<file path="config.mk">
export PLATFORM = sky130hd
export DESIGN_NAME = controller
export DESIGN_NICKNAME = d
export VERILOG_FILES = /design/src/common/armInstrPkg.sv /design/src/common/armPipePkg.sv /design/src/controller/controller.sv /design/src/aluDecoder.sv /design/src/condUnit.sv /design/src/mainDecoder.sv
export VERILOG_INCLUDE_DIRS = /design/src /design/src/common
export SDC_FILE = /design/constraint.sdc
export NUM_CORES = 1
export LEC_CHECK = 0
export ABC_AREA = 1
export BUFFER_PORTS_ARGS = -buffer_cell sky130_fd_sc_hd__clkbuf_2
export CORE_UTILIZATION = 39
export CTS_CLUSTER_SIZE = 12
export DETAILED_ROUTE_END_ITERATION = 7
export HOLD_SLACK_MARGIN = 0.08
export PLACE_DENSITY = 0.74
export SLEW_MARGIN = 25
export SYNTH_ARGS = -nofsm -noshare
export SYNTH_HDL_FRONTEND = slang
export SYNTH_SLANG_ARGS = --single-unit
</file>
<file path="constraint.sdc">
create_clock -name clk -period 2.95 [get_ports clk]
set_input_delay 0.295 -clock clk [delete_from_list [all_inputs] [get_ports clk]]
set_output_delay 0.295 -clock clk [all_outputs]
set_load 0.01 [all_outputs]
</file>
<file path="src/common/armCtrl_consts.svh">
`ifndef ARMCTRL_CONSTS_SVH
`define ARMCTRL_CONSTS_SVH

// ==================================================
// Instruction field positions
// ==================================================
`define COND_MSB   31
`define COND_LSB   28
`define CLASS_MSB  27
`define CLASS_LSB  26
`define IBIT       25        // Immediate / register-offset select
`define OPC_MSB    24
`define OPC_LSB    21
`define UBIT       23        // Up: add or subtract offset
`define BBIT       22        // Byte access
`define SBIT       20        // Set flags
`define LBIT       20        // Load / store
`define RD_MSB     15
`define RD_LSB     12
`define MULT_MSB   23
`define MULT_LSB   21
`define FUNCT_MSB  7
`define FUNCT_LSB  4

// Instruction classes, instr[27:26]
`define CLASS_DP   2'b00
`define CLASS_MEM  2'b01
`define CLASS_BR   2'b10

`define PC_REG       4'b1111
`define MUL_PATTERN  4'b1001

// ==================================================
// ALU control codes, ARM opcode field
// ==================================================
`define ALU_AND  4'b0000
`define ALU_EOR  4'b0001
`define ALU_SUB  4'b0010
`define ALU_RSB  4'b0011
`define ALU_ADD  4'b0100
`define ALU_ADC  4'b0101
`define ALU_SBC  4'b0110
`define ALU_RSC  4'b0111
`define ALU_TST  4'b1000
`define ALU_TEQ  4'b1001
`define ALU_CMP  4'b1010
`define ALU_CMN  4'b1011
`define ALU_ORR  4'b1100
`define ALU_MOV  4'b1101
`define ALU_BIC  4'b1110
`define ALU_MVN  4'b1111

// Condition codes
`define COND_EQ  4'b0000
`define COND_NE  4'b0001
`define COND_CS  4'b0010
`define COND_CC  4'b0011
`define COND_MI  4'b0100
`define COND_PL  4'b0101
`define COND_VS  4'b0110
`define COND_VC  4'b0111
`define COND_HI  4'b1000
`define COND_LS  4'b1001
`define COND_GE  4'b1010
`define COND_LT  4'b1011
`define COND_GT  4'b1100
`define COND_LE  4'b1101
`define COND_AL  4'b1110

`endif

</file>
<file path="src/common/armInstrPkg.sv">
`default_nettype none

`include "armCtrl_consts.svh"

package armInstrPkg;

  typedef logic [31:0] instrT;     // Raw instruction word
  typedef logic [3:0]  flagsT;     // NZCV
  typedef logic [3:0]  aluCtrlT;   // ARM opcode field
  typedef logic [2:0]  multCtrlT;  // Multiply type, instr[23:21]
  typedef logic [3:0]  byteMaskT;  // Memory byte enables
  typedef logic [1:0]  byteOffT;   // Byte address offset

  // ARM condition field, 1111 left out of the subset
  typedef enum logic [3:0] {
    condEq = `COND_EQ,
    condNe = `COND_NE,
    condCs = `COND_CS,
    condCc = `COND_CC,
    condMi = `COND_MI,
    condPl = `COND_PL,
    condVs = `COND_VS,
    condVc = `COND_VC,
    condHi = `COND_HI,
    condLs = `COND_LS,
    condGe = `COND_GE,
    condLt = `COND_LT,
    condGt = `COND_GT,
    condLe = `COND_LE,
    condAl = `COND_AL
  } condT;

  // Operations the ALU actually implements
  typedef enum logic [2:0] {
    aluAdd,
    aluSub,
    aluAnd,
    aluOrr,
    aluEor,
    aluMov,
    aluMvn,
    aluBic
  } aluOpT;

endpackage

`default_nettype wire

</file>
<file path="src/common/armPipePkg.sv">
`default_nettype none

package armPipePkg;

  // Decode stage selects, straight from the main decoder
  typedef struct packed {
    logic [1:0]           regSrc;
    logic [1:0]           immSrc;
    logic                 aluSrc;
    logic                 memtoReg;
    logic                 regWrite;
    logic                 memWrite;
    logic                 branch;
    logic                 aluOp;
    logic                 multSel;
    logic                 byteAccess;
    armInstrPkg::aluCtrlT aluCtrl;
  } decodeCtrlT;

  // Execute stage register, write enables still ungated
  typedef struct packed {
    logic [1:0]            flagWrite;   // {NZ, CV}
    logic                  branch;
    logic                  memWrite;
    logic                  regWrite;
    logic                  pcSrc;
    logic                  memtoReg;
    logic                  aluOp;
    logic                  aluSrc;
    armInstrPkg::aluCtrlT  aluCtrl;
    armInstrPkg::multCtrlT multCtrl;
    logic                  byteAccess;
    logic                  isLoad;
    armInstrPkg::condT     cond;
  } execCtrlT;

  // Memory stage, writes already gated by condition
  typedef struct packed {
    logic                  memWrite;
    logic                  memtoReg;
    logic                  regWrite;
    logic                  pcSrc;
    armInstrPkg::byteMaskT byteMask;
    logic                  byteAccess;
    armInstrPkg::byteOffT  byteOff;
  } memCtrlT;

  // Writeback stage
  typedef struct packed {
    logic                 memtoReg;
    logic                 regWrite;
    logic                 pcSrc;
    logic                 byteAccess;   // Selects byte extract on load
    armInstrPkg::byteOffT byteOff;
  } wbCtrlT;

endpackage

`default_nettype wire

</file>
<file path="src/controller/controller.sv">
`timescale 1ns/10ps
`default_nettype none

`include "armCtrl_consts.svh"

module controller (
  input  logic                   clk,
  input  logic                   arstN,
  input  armInstrPkg::instrT     instrD,
  input  armInstrPkg::flagsT     flagsE,          // ALU result flags
  input  armInstrPkg::byteOffT   aluResultLowE,   // Address bits [1:0]
  // Hazard unit levels
  input  logic                   stallE,
  input  logic                   flushE,
  input  logic                   stallM,
  input  logic                   stallW,
  input  logic                   flushW,
  // Datapath controls per stage
  output armPipePkg::decodeCtrlT decodeD,
  output armPipePkg::execCtrlT   execE,
  output armInstrPkg::aluOpT     aluOperationE,
  output logic                   doNotWriteRegE,
  output logic                   branchTakenE,
  output logic                   pcWrPendingF,
  output armPipePkg::memCtrlT    memM,
  output armPipePkg::wbCtrlT     wbW
);

  logic [1:0]            flagWriteD;
  logic                  pcSrcD;
  armPipePkg::execCtrlT  execNextD;
  logic                  condExE;
  armInstrPkg::byteMaskT byteMaskE;
  armPipePkg::memCtrlT   memNextE;

  // ==================================================
  // Decode
  // ==================================================
  mainDecoder mainDec0 (
    .instrD     (instrD),
    .ctrl       (decodeD),
    .flagWriteD (flagWriteD)
  );

  // Write to R15 or a branch redirects fetch
  assign pcSrcD = ((instrD[`RD_MSB:`RD_LSB] == `PC_REG) & decodeD.regWrite) | decodeD.branch;

  always_comb begin
    execNextD            = '0;
    execNextD.flagWrite  = flagWriteD;
    execNextD.branch     = decodeD.branch;
    execNextD.memWrite   = decodeD.memWrite;
    execNextD.regWrite   = decodeD.regWrite;
    execNextD.pcSrc      = pcSrcD;
    execNextD.memtoReg   = decodeD.memtoReg;
    execNextD.aluOp      = decodeD.aluOp;
    execNextD.aluSrc     = decodeD.aluSrc;
    execNextD.aluCtrl    = decodeD.aluCtrl;
    execNextD.multCtrl   = instrD[`MULT_MSB:`MULT_LSB];
    execNextD.byteAccess = decodeD.byteAccess;
    execNextD.isLoad     = (instrD[`CLASS_MSB:`CLASS_LSB] == `CLASS_MEM) & instrD[`LBIT];
    execNextD.cond       = armInstrPkg::condT'(instrD[`COND_MSB:`COND_LSB]);
  end

  // ==================================================
  // Execute
  // ==================================================
  always_ff @(posedge clk or negedge arstN) begin
    if (!arstN) begin
      execE <= '0;
    end else if (flushE) begin
      execE <= '0;          // Bubble, wins over stall
    end else if (!stallE) begin
      execE <= execNextD;
    end
  end

  aluDecoder aluDec0 (
    .aluOp         (execE.aluOp),
    .aluCtrl       (execE.aluCtrl),
    .aluOperation  (aluOperationE),
    .doNotWriteReg (doNotWriteRegE)
  );

  condUnit cond0 (
    .clk       (clk),
    .arstN     (arstN),
    .cond      (execE.cond),
    .flagWrite (execE.flagWrite),
    .flagsE    (flagsE),
    .enable    (~stallE),
    .condEx    (condExE),
    .flags     ()            // Stored NZCV stays inside the unit
  );

  assign branchTakenE = execE.branch & condExE;

  // One-hot lane for bytes, all lanes for words
  assign byteMaskE = execE.byteAccess ? armInstrPkg::byteMaskT'(4'b0001 << aluResultLowE)
                                      : 4'b1111;

  always_comb begin
    memNextE            = '0;
    memNextE.memWrite   = execE.memWrite & condExE;
    memNextE.memtoReg   = execE.memtoReg;
    memNextE.regWrite   = execE.regWrite & condExE & ~doNotWriteRegE;   // Compares drop Rd
    memNextE.pcSrc      = execE.pcSrc & condExE;
    memNextE.byteMask   = byteMaskE;
    memNextE.byteAccess = execE.byteAccess;
    memNextE.byteOff    = aluResultLowE;
  end

  // ==================================================
  // Memory and Writeback
  // ==================================================
  always_ff @(posedge clk or negedge arstN) begin
    if (!arstN) begin
      memM <= '0;
    end else if (!stallM) begin
      memM <= memNextE;
    end
  end

  always_ff @(posedge clk or negedge arstN) begin
    if (!arstN) begin
      wbW <= '0;
    end else if (flushW) begin
      wbW <= '0;
    end else if (!stallW) begin
      wbW.memtoReg   <= memM.memtoReg;
      wbW.regWrite   <= memM.regWrite;
      wbW.pcSrc      <= memM.pcSrc;
      wbW.byteAccess <= memM.byteAccess;
      wbW.byteOff    <= memM.byteOff;     // Lane select for load extract
    end
  end

  // PC write still in flight somewhere before W
  assign pcWrPendingF = pcSrcD | execE.pcSrc | memM.pcSrc;

endmodule

`default_nettype wire

</file>
<file path="src/aluDecoder.sv">
`timescale 1ns/10ps
`default_nettype none

`include "armCtrl_consts.svh"

module aluDecoder (
  input  logic                 aluOp,
  input  armInstrPkg::aluCtrlT aluCtrl,
  output armInstrPkg::aluOpT   aluOperation,
  output logic                 doNotWriteReg
);

  always_comb begin
    aluOperation  = armInstrPkg::aluAdd;   // Branches and non-ALU classes add
    doNotWriteReg = 1'b0;
    if (aluOp) begin
      case (aluCtrl)
        `ALU_AND: aluOperation = armInstrPkg::aluAnd;
        `ALU_EOR: aluOperation = armInstrPkg::aluEor;
        `ALU_SUB: aluOperation = armInstrPkg::aluSub;
        `ALU_RSB: aluOperation = armInstrPkg::aluSub;   // Operand swap in datapath
        `ALU_ADD: aluOperation = armInstrPkg::aluAdd;
        `ALU_ADC: aluOperation = armInstrPkg::aluAdd;
        `ALU_SBC: aluOperation = armInstrPkg::aluSub;
        `ALU_RSC: aluOperation = armInstrPkg::aluSub;
        // Compares only update flags
        `ALU_TST: begin
          aluOperation  = armInstrPkg::aluAnd;
          doNotWriteReg = 1'b1;
        end
        `ALU_TEQ: begin
          aluOperation  = armInstrPkg::aluEor;
          doNotWriteReg = 1'b1;
        end
        `ALU_CMP: begin
          aluOperation  = armInstrPkg::aluSub;
          doNotWriteReg = 1'b1;
        end
        `ALU_CMN: begin
          aluOperation  = armInstrPkg::aluAdd;
          doNotWriteReg = 1'b1;
        end
        `ALU_ORR: aluOperation = armInstrPkg::aluOrr;
        `ALU_MOV: aluOperation = armInstrPkg::aluMov;
        `ALU_BIC: aluOperation = armInstrPkg::aluBic;
        `ALU_MVN: aluOperation = armInstrPkg::aluMvn;
        default:  aluOperation = armInstrPkg::aluAdd;
      endcase
    end
  end

endmodule

`default_nettype wire

</file>
<file path="src/condUnit.sv">
`timescale 1ns/10ps
`default_nettype none

module condUnit (
  input  logic               clk,
  input  logic               arstN,
  input  logic [3:0]         cond,
  input  logic [1:0]         flagWrite,   // {NZ, CV}
  input  armInstrPkg::flagsT flagsE,      // Fresh ALU flags
  input  logic               enable,      // Execute not stalled
  output logic               condEx,
  output armInstrPkg::flagsT flags        // Stored NZCV
);

  logic n;
  logic z;
  logic c;
  logic v;

  assign {n, z, c, v} = flags;

  // ==================================================
  // Condition check against stored flags
  // ==================================================
  always_comb begin
    case (armInstrPkg::condT'(cond))
      armInstrPkg::condEq: condEx = z;
      armInstrPkg::condNe: condEx = ~z;
      armInstrPkg::condCs: condEx = c;
      armInstrPkg::condCc: condEx = ~c;
      armInstrPkg::condMi: condEx = n;
      armInstrPkg::condPl: condEx = ~n;
      armInstrPkg::condVs: condEx = v;
      armInstrPkg::condVc: condEx = ~v;
      armInstrPkg::condHi: condEx = c & ~z;
      armInstrPkg::condLs: condEx = ~c | z;
      armInstrPkg::condGe: condEx = (n == v);
      armInstrPkg::condLt: condEx = (n != v);
      armInstrPkg::condGt: condEx = ~z & (n == v);
      armInstrPkg::condLe: condEx = z | (n != v);
      armInstrPkg::condAl: condEx = 1'b1;
      default:             condEx = 1'b0;   // 1111 never executes here
    endcase
  end

  // ==================================================
  // NZCV register
  // ==================================================
  always_ff @(posedge clk or negedge arstN) begin
    if (!arstN) begin
      flags <= '0;
    end else if (enable && condEx) begin
      if (flagWrite[1]) begin
        flags[3:2] <= flagsE[3:2];   // N, Z
      end
      if (flagWrite[0]) begin
        flags[1:0] <= flagsE[1:0];   // C, V
      end
    end
  end

endmodule

`default_nettype wire

</file>
<file path="src/mainDecoder.sv">
`timescale 1ns/10ps
`default_nettype none

`include "armCtrl_consts.svh"

module mainDecoder (
  input  armInstrPkg::instrT     instrD,
  output armPipePkg::decodeCtrlT ctrl,
  output logic [1:0]             flagWriteD
);

  logic [1:0] instrClass;
  logic       isMult;

  assign instrClass = instrD[`CLASS_MSB:`CLASS_LSB];
  assign isMult     = (instrD[`FUNCT_MSB:`FUNCT_LSB] == `MUL_PATTERN);

  always_comb begin
    ctrl       = '0;   // Unimplemented classes stay all zero
    flagWriteD = 2'b00;
    case (instrClass)
      `CLASS_DP: begin
        ctrl.regWrite = 1'b1;
        ctrl.aluOp    = 1'b1;
        ctrl.aluCtrl  = instrD[`OPC_MSB:`OPC_LSB];   // Opcode passes straight through
        flagWriteD    = {2{instrD[`SBIT]}};           // S bit sets both halves
        if (instrD[`IBIT]) begin
          ctrl.aluSrc = 1'b1;                         // DP immediate
        end else if (isMult) begin
          ctrl.multSel = 1'b1;                        // Multiply
        end
      end

      `CLASS_MEM: begin
        ctrl.aluOp      = 1'b1;                       // Lets U bit reach the ALU
        ctrl.byteAccess = instrD[`BBIT];
        ctrl.aluCtrl    = instrD[`UBIT] ? `ALU_ADD : `ALU_SUB;
        // I bit clear means 12-bit immediate offset
        if (!instrD[`IBIT]) begin
          ctrl.immSrc = 2'b01;
          ctrl.aluSrc = 1'b1;
        end
        if (instrD[`LBIT]) begin                      // LDR / LDRB
          ctrl.memtoReg = 1'b1;
          ctrl.regWrite = 1'b1;
        end else begin                                // STR / STRB
          ctrl.regSrc   = 2'b10;                      // Read Rd as store data
          ctrl.memWrite = 1'b1;
        end
      end

      `CLASS_BR: begin
        ctrl.regSrc  = 2'b01;    // PC as first operand
        ctrl.immSrc  = 2'b10;    // 24-bit branch offset
        ctrl.aluSrc  = 1'b1;
        ctrl.branch  = 1'b1;
        ctrl.aluCtrl = `ALU_ADD;
      end

      default: begin
        ctrl       = '0;
        flagWriteD = 2'b00;
      end
    endcase
  end

endmodule

`default_nettype wire

</file>
==> impl_results.md, run 1 <==
- Global-route congestion overflow total: 0
- Syn Nets: 326
- Delay-heaviest family, CP: simple AND/OR/NAND/NOR gates
- Die Ht: 75.9 µm
- Critical Path RT: 2650 ps
- Crit-path cells: inv_2, nand3_1, nand2_1, nand2_1, nand3_1, nor2_2, nand3_4, nand2_1, inv_1, clkbuf_2
- Fin crit share: 0.685
- Drt total wl: 5400 µm
- Critical path depth: 10
- Share of layout cells above drive strength 1: 0.301
- Yosys cell types: 25
- Top post-synthesis cells by area: dfrtp_1 48%, nand2_1 12%, nand3_1 7.5%
- Cells on worst reg2reg path: 11
- Largest net degree at the start of global routing: 42
- GPL Wtd Cong: 0.926
- Setup Fix Bufs, Post-CTS: 0
- Worst Path Max Fanout: 9
- IO Port Bufs: 93
- Sw frac: 0.279
- Comb power frac: 0.183
- Cells after Synth: 277
- Cts repair resizes: 0
- Starting Density: 0.412
- Clk pin slew, worst setup/hold paths: 80 ps
- Power per cell area: 519 nW/µm²
- Max_slew headroom: 0.417
- Slew Limit Fails: 0
- Hold Fails Final Rpt: 0
- Filler Cell Count: 510
- Max Fclk: 0.495 GHz
- Seq/Total Area, Yosys: 0.482
- Min Clock Period, post-route: 2020 ps
- Initial antenna violation count: 0
- Leak pwr: 1.56 nW
- Endpoint type of the worst setup path: primary output
- Sequential share of power: 0.444
- CTS Buf Count: 5
- Top-area cell type share of the netlist area: 0.482
- Worst-Margin Slew: 874 ps
- Multi-input logic area: 858 µm²
- Dpl cells: 428
- I/O pin count: 106
- Clock group share of total power: 0.374
- Final net count: 414
- Clock sinks: 41
- Post-route ant nets: 0
- Finished Layout Cells: 436
- Clock latency on the worst-skew pair: 290 ps
- Initial DRC count: 94
- Clock Path Buffers: 2
- Max stage delay on crit path: 460 ps
- DR DRC count: 0
- Worst reg2reg setup slack: 1470 ps
- Most used cell, CP: nand2_1
- Kind of start point of the critical path: flip-flop
- Register Area: 1030 µm²
- Ant diodes: 0
- CTS tree: built
- Drt via density: 4.85
- Setup violations, final: 0
- Flops & latches, synth: 41
- WL/cell: 12.4 µm
- CTS hold repair buffers: 0
- WP buf/inv: 3
- Leading area contributor after synthesis: dfrtp_1
- YS warnings: 0
- Detailed placer's ending HPWL: 4180 µm
- Avg Inst Size Synth: 7.69 µm²
- Num rows: 26
- H-Tree Depth: 2
- First drt pass iteration count: 4
- WS Path Type: flip-flop to primary output
- Mapped Area: 2130 µm²
- Root buf cell: clkbuf_8
- Syn-to-layout area delta: 28.8%
- RSZ-0062 raised after global routing: no
- Worst Hold Class: input port to async pin
- Number of max-cap violations: 0
- Vias post-DR: 2115
- First-pass GRT wire length: 8260 µm
- Worst EP arrival: 1720 ps
- Die ar.: 5760 µm²
- Vias in the first global route: 1797
- Clock skew: 6.24 ps
- Status: complete, no violations
- Switching Power: 0.000397 W
- Slowest cell on crit path: dfrtp_1
- Die Span X: 75.9 µm
- Power Internal: 0.00103 W
- Core area: 5170 µm²
- Maximum VDD drop: 0.238 mV
- Setup TNS: 0 ps
- Global Route Usage Sum: 0.193
==> worst reg2reg max path: stages, from the launching register on <==
cell and delay, ps:
dfrtp_1 500, inv_1 100, nor2_1 110, nand3_1 80, nand2_1 60, nand2_1 50, nand2_1 60, inv_1 60
nand3_4 160, nand2_4 80, nand2_1 70, nand2_1 50
==> layout make-up <==
class / count / area share
clock buffer: 5 / 0.0251
clock inverter: 3 / 0.0237
inverter: 44 / 0.0602
multi-input combinational: 179 / 0.313
sequential: 41 / 0.374
tap: 70 / 0.0319
timing repair buffer: 94 / 0.172
==> power by group through the flow <==
stage | clock, W | sequential, W | combinational [W]
global placement | 0 | 0.000640 | 0.000256
global route | 0.000567 | 0.000636 | 0.000292
detailed placement | 0 | 0.000643 | 0.000262
finish | 0.000532 | 0.000631 | 0.000260
floorplan | 0 | 0.000644 | 0.000150
CTS | 0.000538 | 0.000631 | 0.000264
==> final timing paths <==
check	startpoint	to
worst min register to register	memM[10]	memM[10]
worst min-delay path	arstN	memM[4]
worst max-delay path	execE[1]	branchTakenE
min in group clk	instrD[28]	execE[0]
worst max register to register	execE[3]	cond0.flags[3]
max in group asynchronous	arstN	execE[9]
==> cells by family after synthesis <==
kind of cell | count (synthesis) | synth area share
fa+ha+maj | 4 | 0.0235
simple gates | 135 | 0.277
flops | 41 | 0.482
buf+inv | 57 | 0.115
compound gates | 40 | 0.103
==> routing by layer <==
metal  track usage  share of wire
met1         0.259           0.45
met2         0.313           0.49
met3        0.0357          0.057
met4        0.0658          0.010
met5             0              0
==> synth_stat cells <==
cell type,number
a21oi_2,1
o21ai_0,22
inv_1,42
nand2_2,2
clkinv_1,1
dfrtp_1,41
buf_2,1
nor2_2,2
clkbuf_1,4
inv_2,1
nand3_4,1
o22ai_1,5
nand4_1,2
nor2_1,26
nand3_1,32
o31ai_1,1
buf_4,8
nand2_4,1
nor3_1,2
nand2_1,66
nand3b_1,1
a21oi_1,9
ha_1,4
o32ai_1,1
o211ai_1,1
==> stage by stage <==
| step | hold WS [ps] | setup WS, ps | util | area (µm²) | power (W) |
|---|---|---|---|---|---|
| 2_1_floorplan | -0.591 | 1460 | - | 2130 | 0.000794 |
| 6_report | 109 | 930 | 0.530 | 2740 | 0.00142 |
| 3_5_place_dp | 471 | 1180 | 0.505 | 2610 | 0.000905 |
| 5_1_grt | 196 | 780 | 0.530 | 2740 | 0.00149 |
| 4_1_cts | 188 | 925 | 0.530 | 2740 | 0.00143 |
| 3_3_place_gp | 465 | 1190 | 0.505 | 2610 | 0.000897 |
==> registers in the layout, summed over array words and instances (netlist names) <==
signal and flops:
execE 20, memM 11, wbW 6, cond0.flags 4
==> cell usage in the layout, fill, tap and decap left out, drive strengths merged <==
master,count
bufinv,2
nand2,69
dfrtp,41
clkinv,2
o21ai,22
o32ai,1
inv,43
ha,4
o211ai,1
nand4,2
a21oi,10
o22ai,5
nand3,33
clkbuf,97
nor2,28
nor3,2
nand3b,1
o31ai,1
buf,2
(Power assumes the default switching activity.)
==> run 2, diff against run 1 <==
Clock period 2.95 ns to 1.9 ns, I/O delays scaled along.
==> run 2 against run 1 <==
Against the previous run:
- sequential power rose by 56%
- sequential share of layout area rose by 0.11 points
- highest routed layer unchanged
- largest cell class unchanged
- clock power rose by 24%
- global-route usage rose by 0.49 points
- worst hold slack improved by 15 ps
- total power rose by 45%
- final cell count rose by 0.46%
- critical path type unchanged
- combinational power rose by 61%
- routed wire length rose by 1.6%
- via count rose by 0.14%
==> impl_results.md, run 2 (same netlist as run 1, synthesis figures left out) <==
- Core area: 5170 µm² (unchanged)
- Largest net degree at the start of global routing: 42 (unchanged)
- Die Ht: 75.9 µm (unchanged)
- Min Clock Period, post-route: 1720 ps
- Number of max-cap violations: 0 (unchanged)
- Drt via density: 4.84 (-0.32%)
- IO Port Bufs: 93 (unchanged)
- Max reg flops: 20 (unchanged)
- First-pass GRT wire length: 8480 µm (+2.7%)
- Worst reg2reg setup slack: 400 ps (-1070 ps)
- Final net count: 417 (+0.72%)
- Max stage delay on crit path: 470 ps (about the same)
- Power after layout: 0.00206 W (+45%)
- Setup violations, final: 0 (unchanged)
- RSZ-0062 raised after global routing: no
- Clock skew: 4.59 ps (-1.65 ps)
- Largest Register: execE
- Die ar.: 5760 µm² (unchanged)
- CTS Buf Count: 5 (unchanged)
- I/O pin count: 106 (unchanged)
- Pre-CTS setup slack: 265 ps (-915 ps)
- Setup TNS: 0 ps (unchanged)
- Clock latency on the worst-skew pair: 280 ps (about the same)
- Vias post-DR: 2118 (+0.14%)
- Kind of start point of the critical path: flip-flop
- Global-route congestion overflow total: 0 (unchanged)
- Worst Hold Class: input port to flip-flop
- Detailed placer's ending HPWL: 4220 µm (+0.92%)
- Fin area: 2750 µm² (+0.18%)
- WS Path Type: flip-flop to primary output
- Slowest cell on crit path: dfrtp_2
- Worst-Margin Slew: 508 ps (-366 ps)
- Biggest regs: execE: 20 flops, memM: 11 flops, wbW: 6 flops
- Starting Density: 0.412 (unchanged)
- WL/cell: 12.5 µm (+1.1%)
- H-Tree Depth: 2 (unchanged)
- Status: complete, no violations
- Hold path start: instrD[31]
- Crit-path cells: inv_1, nor2_1, nand3_1, nand2_1, nand2_1, nand2_1, inv_1, nand3_4, nand2_1, inv_1, clkbuf_2
- Max_slew headroom: 0.661 (+0.244)
- Initial antenna violation count: 0 (unchanged)
- End of the worst hold path: execE[3]
- Placed Area: 2620 µm² (+0.29%)
- Ant diodes: 0 (unchanged)
- Most used cell, CP: nand2_1
- CTS tree: built
- GPL Wtd Cong: 0.868 (-6.3%)
- Reg-to-Reg End: cond0.flags[0]
- Clock Path Buffers: 2 (unchanged)
- Worst Path Max Fanout: 8 (-1)
- Leak pwr: 1.55 nW (-0.34%)
- Clock sinks: 41 (unchanged)
- Hold depth: 3
- Vias in the first global route: 1849 (+2.9%)
- Critical Path RT: 1710 ps (-940 ps)
- First drt pass iteration count: 4 (unchanged)
- Post-route ant nets: 0 (unchanged)
- Share of layout cells above drive strength 1: 0.318 (+0.0174)
- Most frequent cells in the layout: 93 x clkbuf_2, 66 x nand2_1, 40 x inv_1, 37 x dfrtp_1, 32 x nand3_1
- Layout Utilization: 0.531 (+0.000968)
- Fin crit share: 0.907
- Hold Fails Final Rpt: 0 (unchanged)
- Slew Limit Fails: 0 (unchanged)
- Num rows: 26 (unchanged)
- Final WS setup: 176 ps (-754 ps)
- Root buf cell: clkbuf_8
- Initial DRC count: 103 (+9.6%)
- Die Span X: 75.9 µm (unchanged)
- Max Fclk: 0.580 GHz
- R2R Path Start: execE[3]
- DR DRC count: 0 (unchanged)
- Power per cell area: 750 nW/µm² (+45%)
- Syn-to-layout area delta: 29.1%
- Clk pin slew, worst setup/hold paths: 70 ps (about the same)
- Cells on worst reg2reg path: 12 (+1)
- Global Route Usage Sum: 0.197 (+0.00490)
- Maximum VDD drop: 0.326 mV (+37%)
- Most common cell after layout, fill and taps aside: clkbuf_2
- Drt total wl: 5490 µm (+1.6%)
- Endpoint type of the worst setup path: primary output
- Worst EP arrival: 1530 ps (-190 ps)
==> run 2: routing by layer <==
metal,share of wire,track usage,wire (µm)
met5,0,0,0
met4,0.0075,0.0658,41
met3,0.057,0.0476,313
met2,0.48,0.313,2650
met1,0.45,0.266,2490
==> run 2: timing repair <==
action / CTS / global route
endpoints found under the setup margin: 1 / 1
hold buffers: 1 / 0
setup buffers: 0 / 1
pin swaps: 0 / 1
hold endpoints to repair: 41 / 0
gates resized for setup: 1 / 6
==> run 2: final cells by class <==
cell class	instances	area (µm²)
clock inverter	2	35.0
fill	505	2420
multi-input combinational	179	863
sequential	41	1030
tap	70	87.6
timing repair buffer	97	498
inverter	44	165
clock buffer	5	68.8
==> run 2: worst max-delay path, delay by kind of cell (launching register included) <==
family,cells,cell delay (ps)
simple gates,7,470
flops,1,470
buf+inv,4,320
==> run 2: worst max-delay path by stage <==
stage	endpoint	depth (start not counted)	from	slack, ps
finish	branchTakenE	11	execE[3]	180
global route	branchTakenE	10	cond0.flags[3]	30
CTS	branchTakenE	11	execE[2]	10
detailed placement	pcWrPendingF	10	instrD[27]	260
global placement	pcWrPendingF	10	instrD[27]	270
floorplan	branchTakenE	10	execE[0]	510
==> run 2: power breakdown <==
group / switching (W) / internal, W
Clock: 0.000276 / 0.000382
Sequential: 0.0000569 / 0.000928
Combinational: 0.000261 / 0.000158
Total: 0.000594 / 0.00147
==> run 2: stage by stage <==
| stage | hold slack, ps | instances |
|---|---|---|
| 2_1_floorplan | -106 | 277 |
| 3_3_place_gp | 285 | 429 |
| 3_5_place_dp | 280 | 429 |
| 4_1_cts | 120 | 437 |
| 5_1_grt | 120 | 438 |
| 6_report | 124 | 438 |
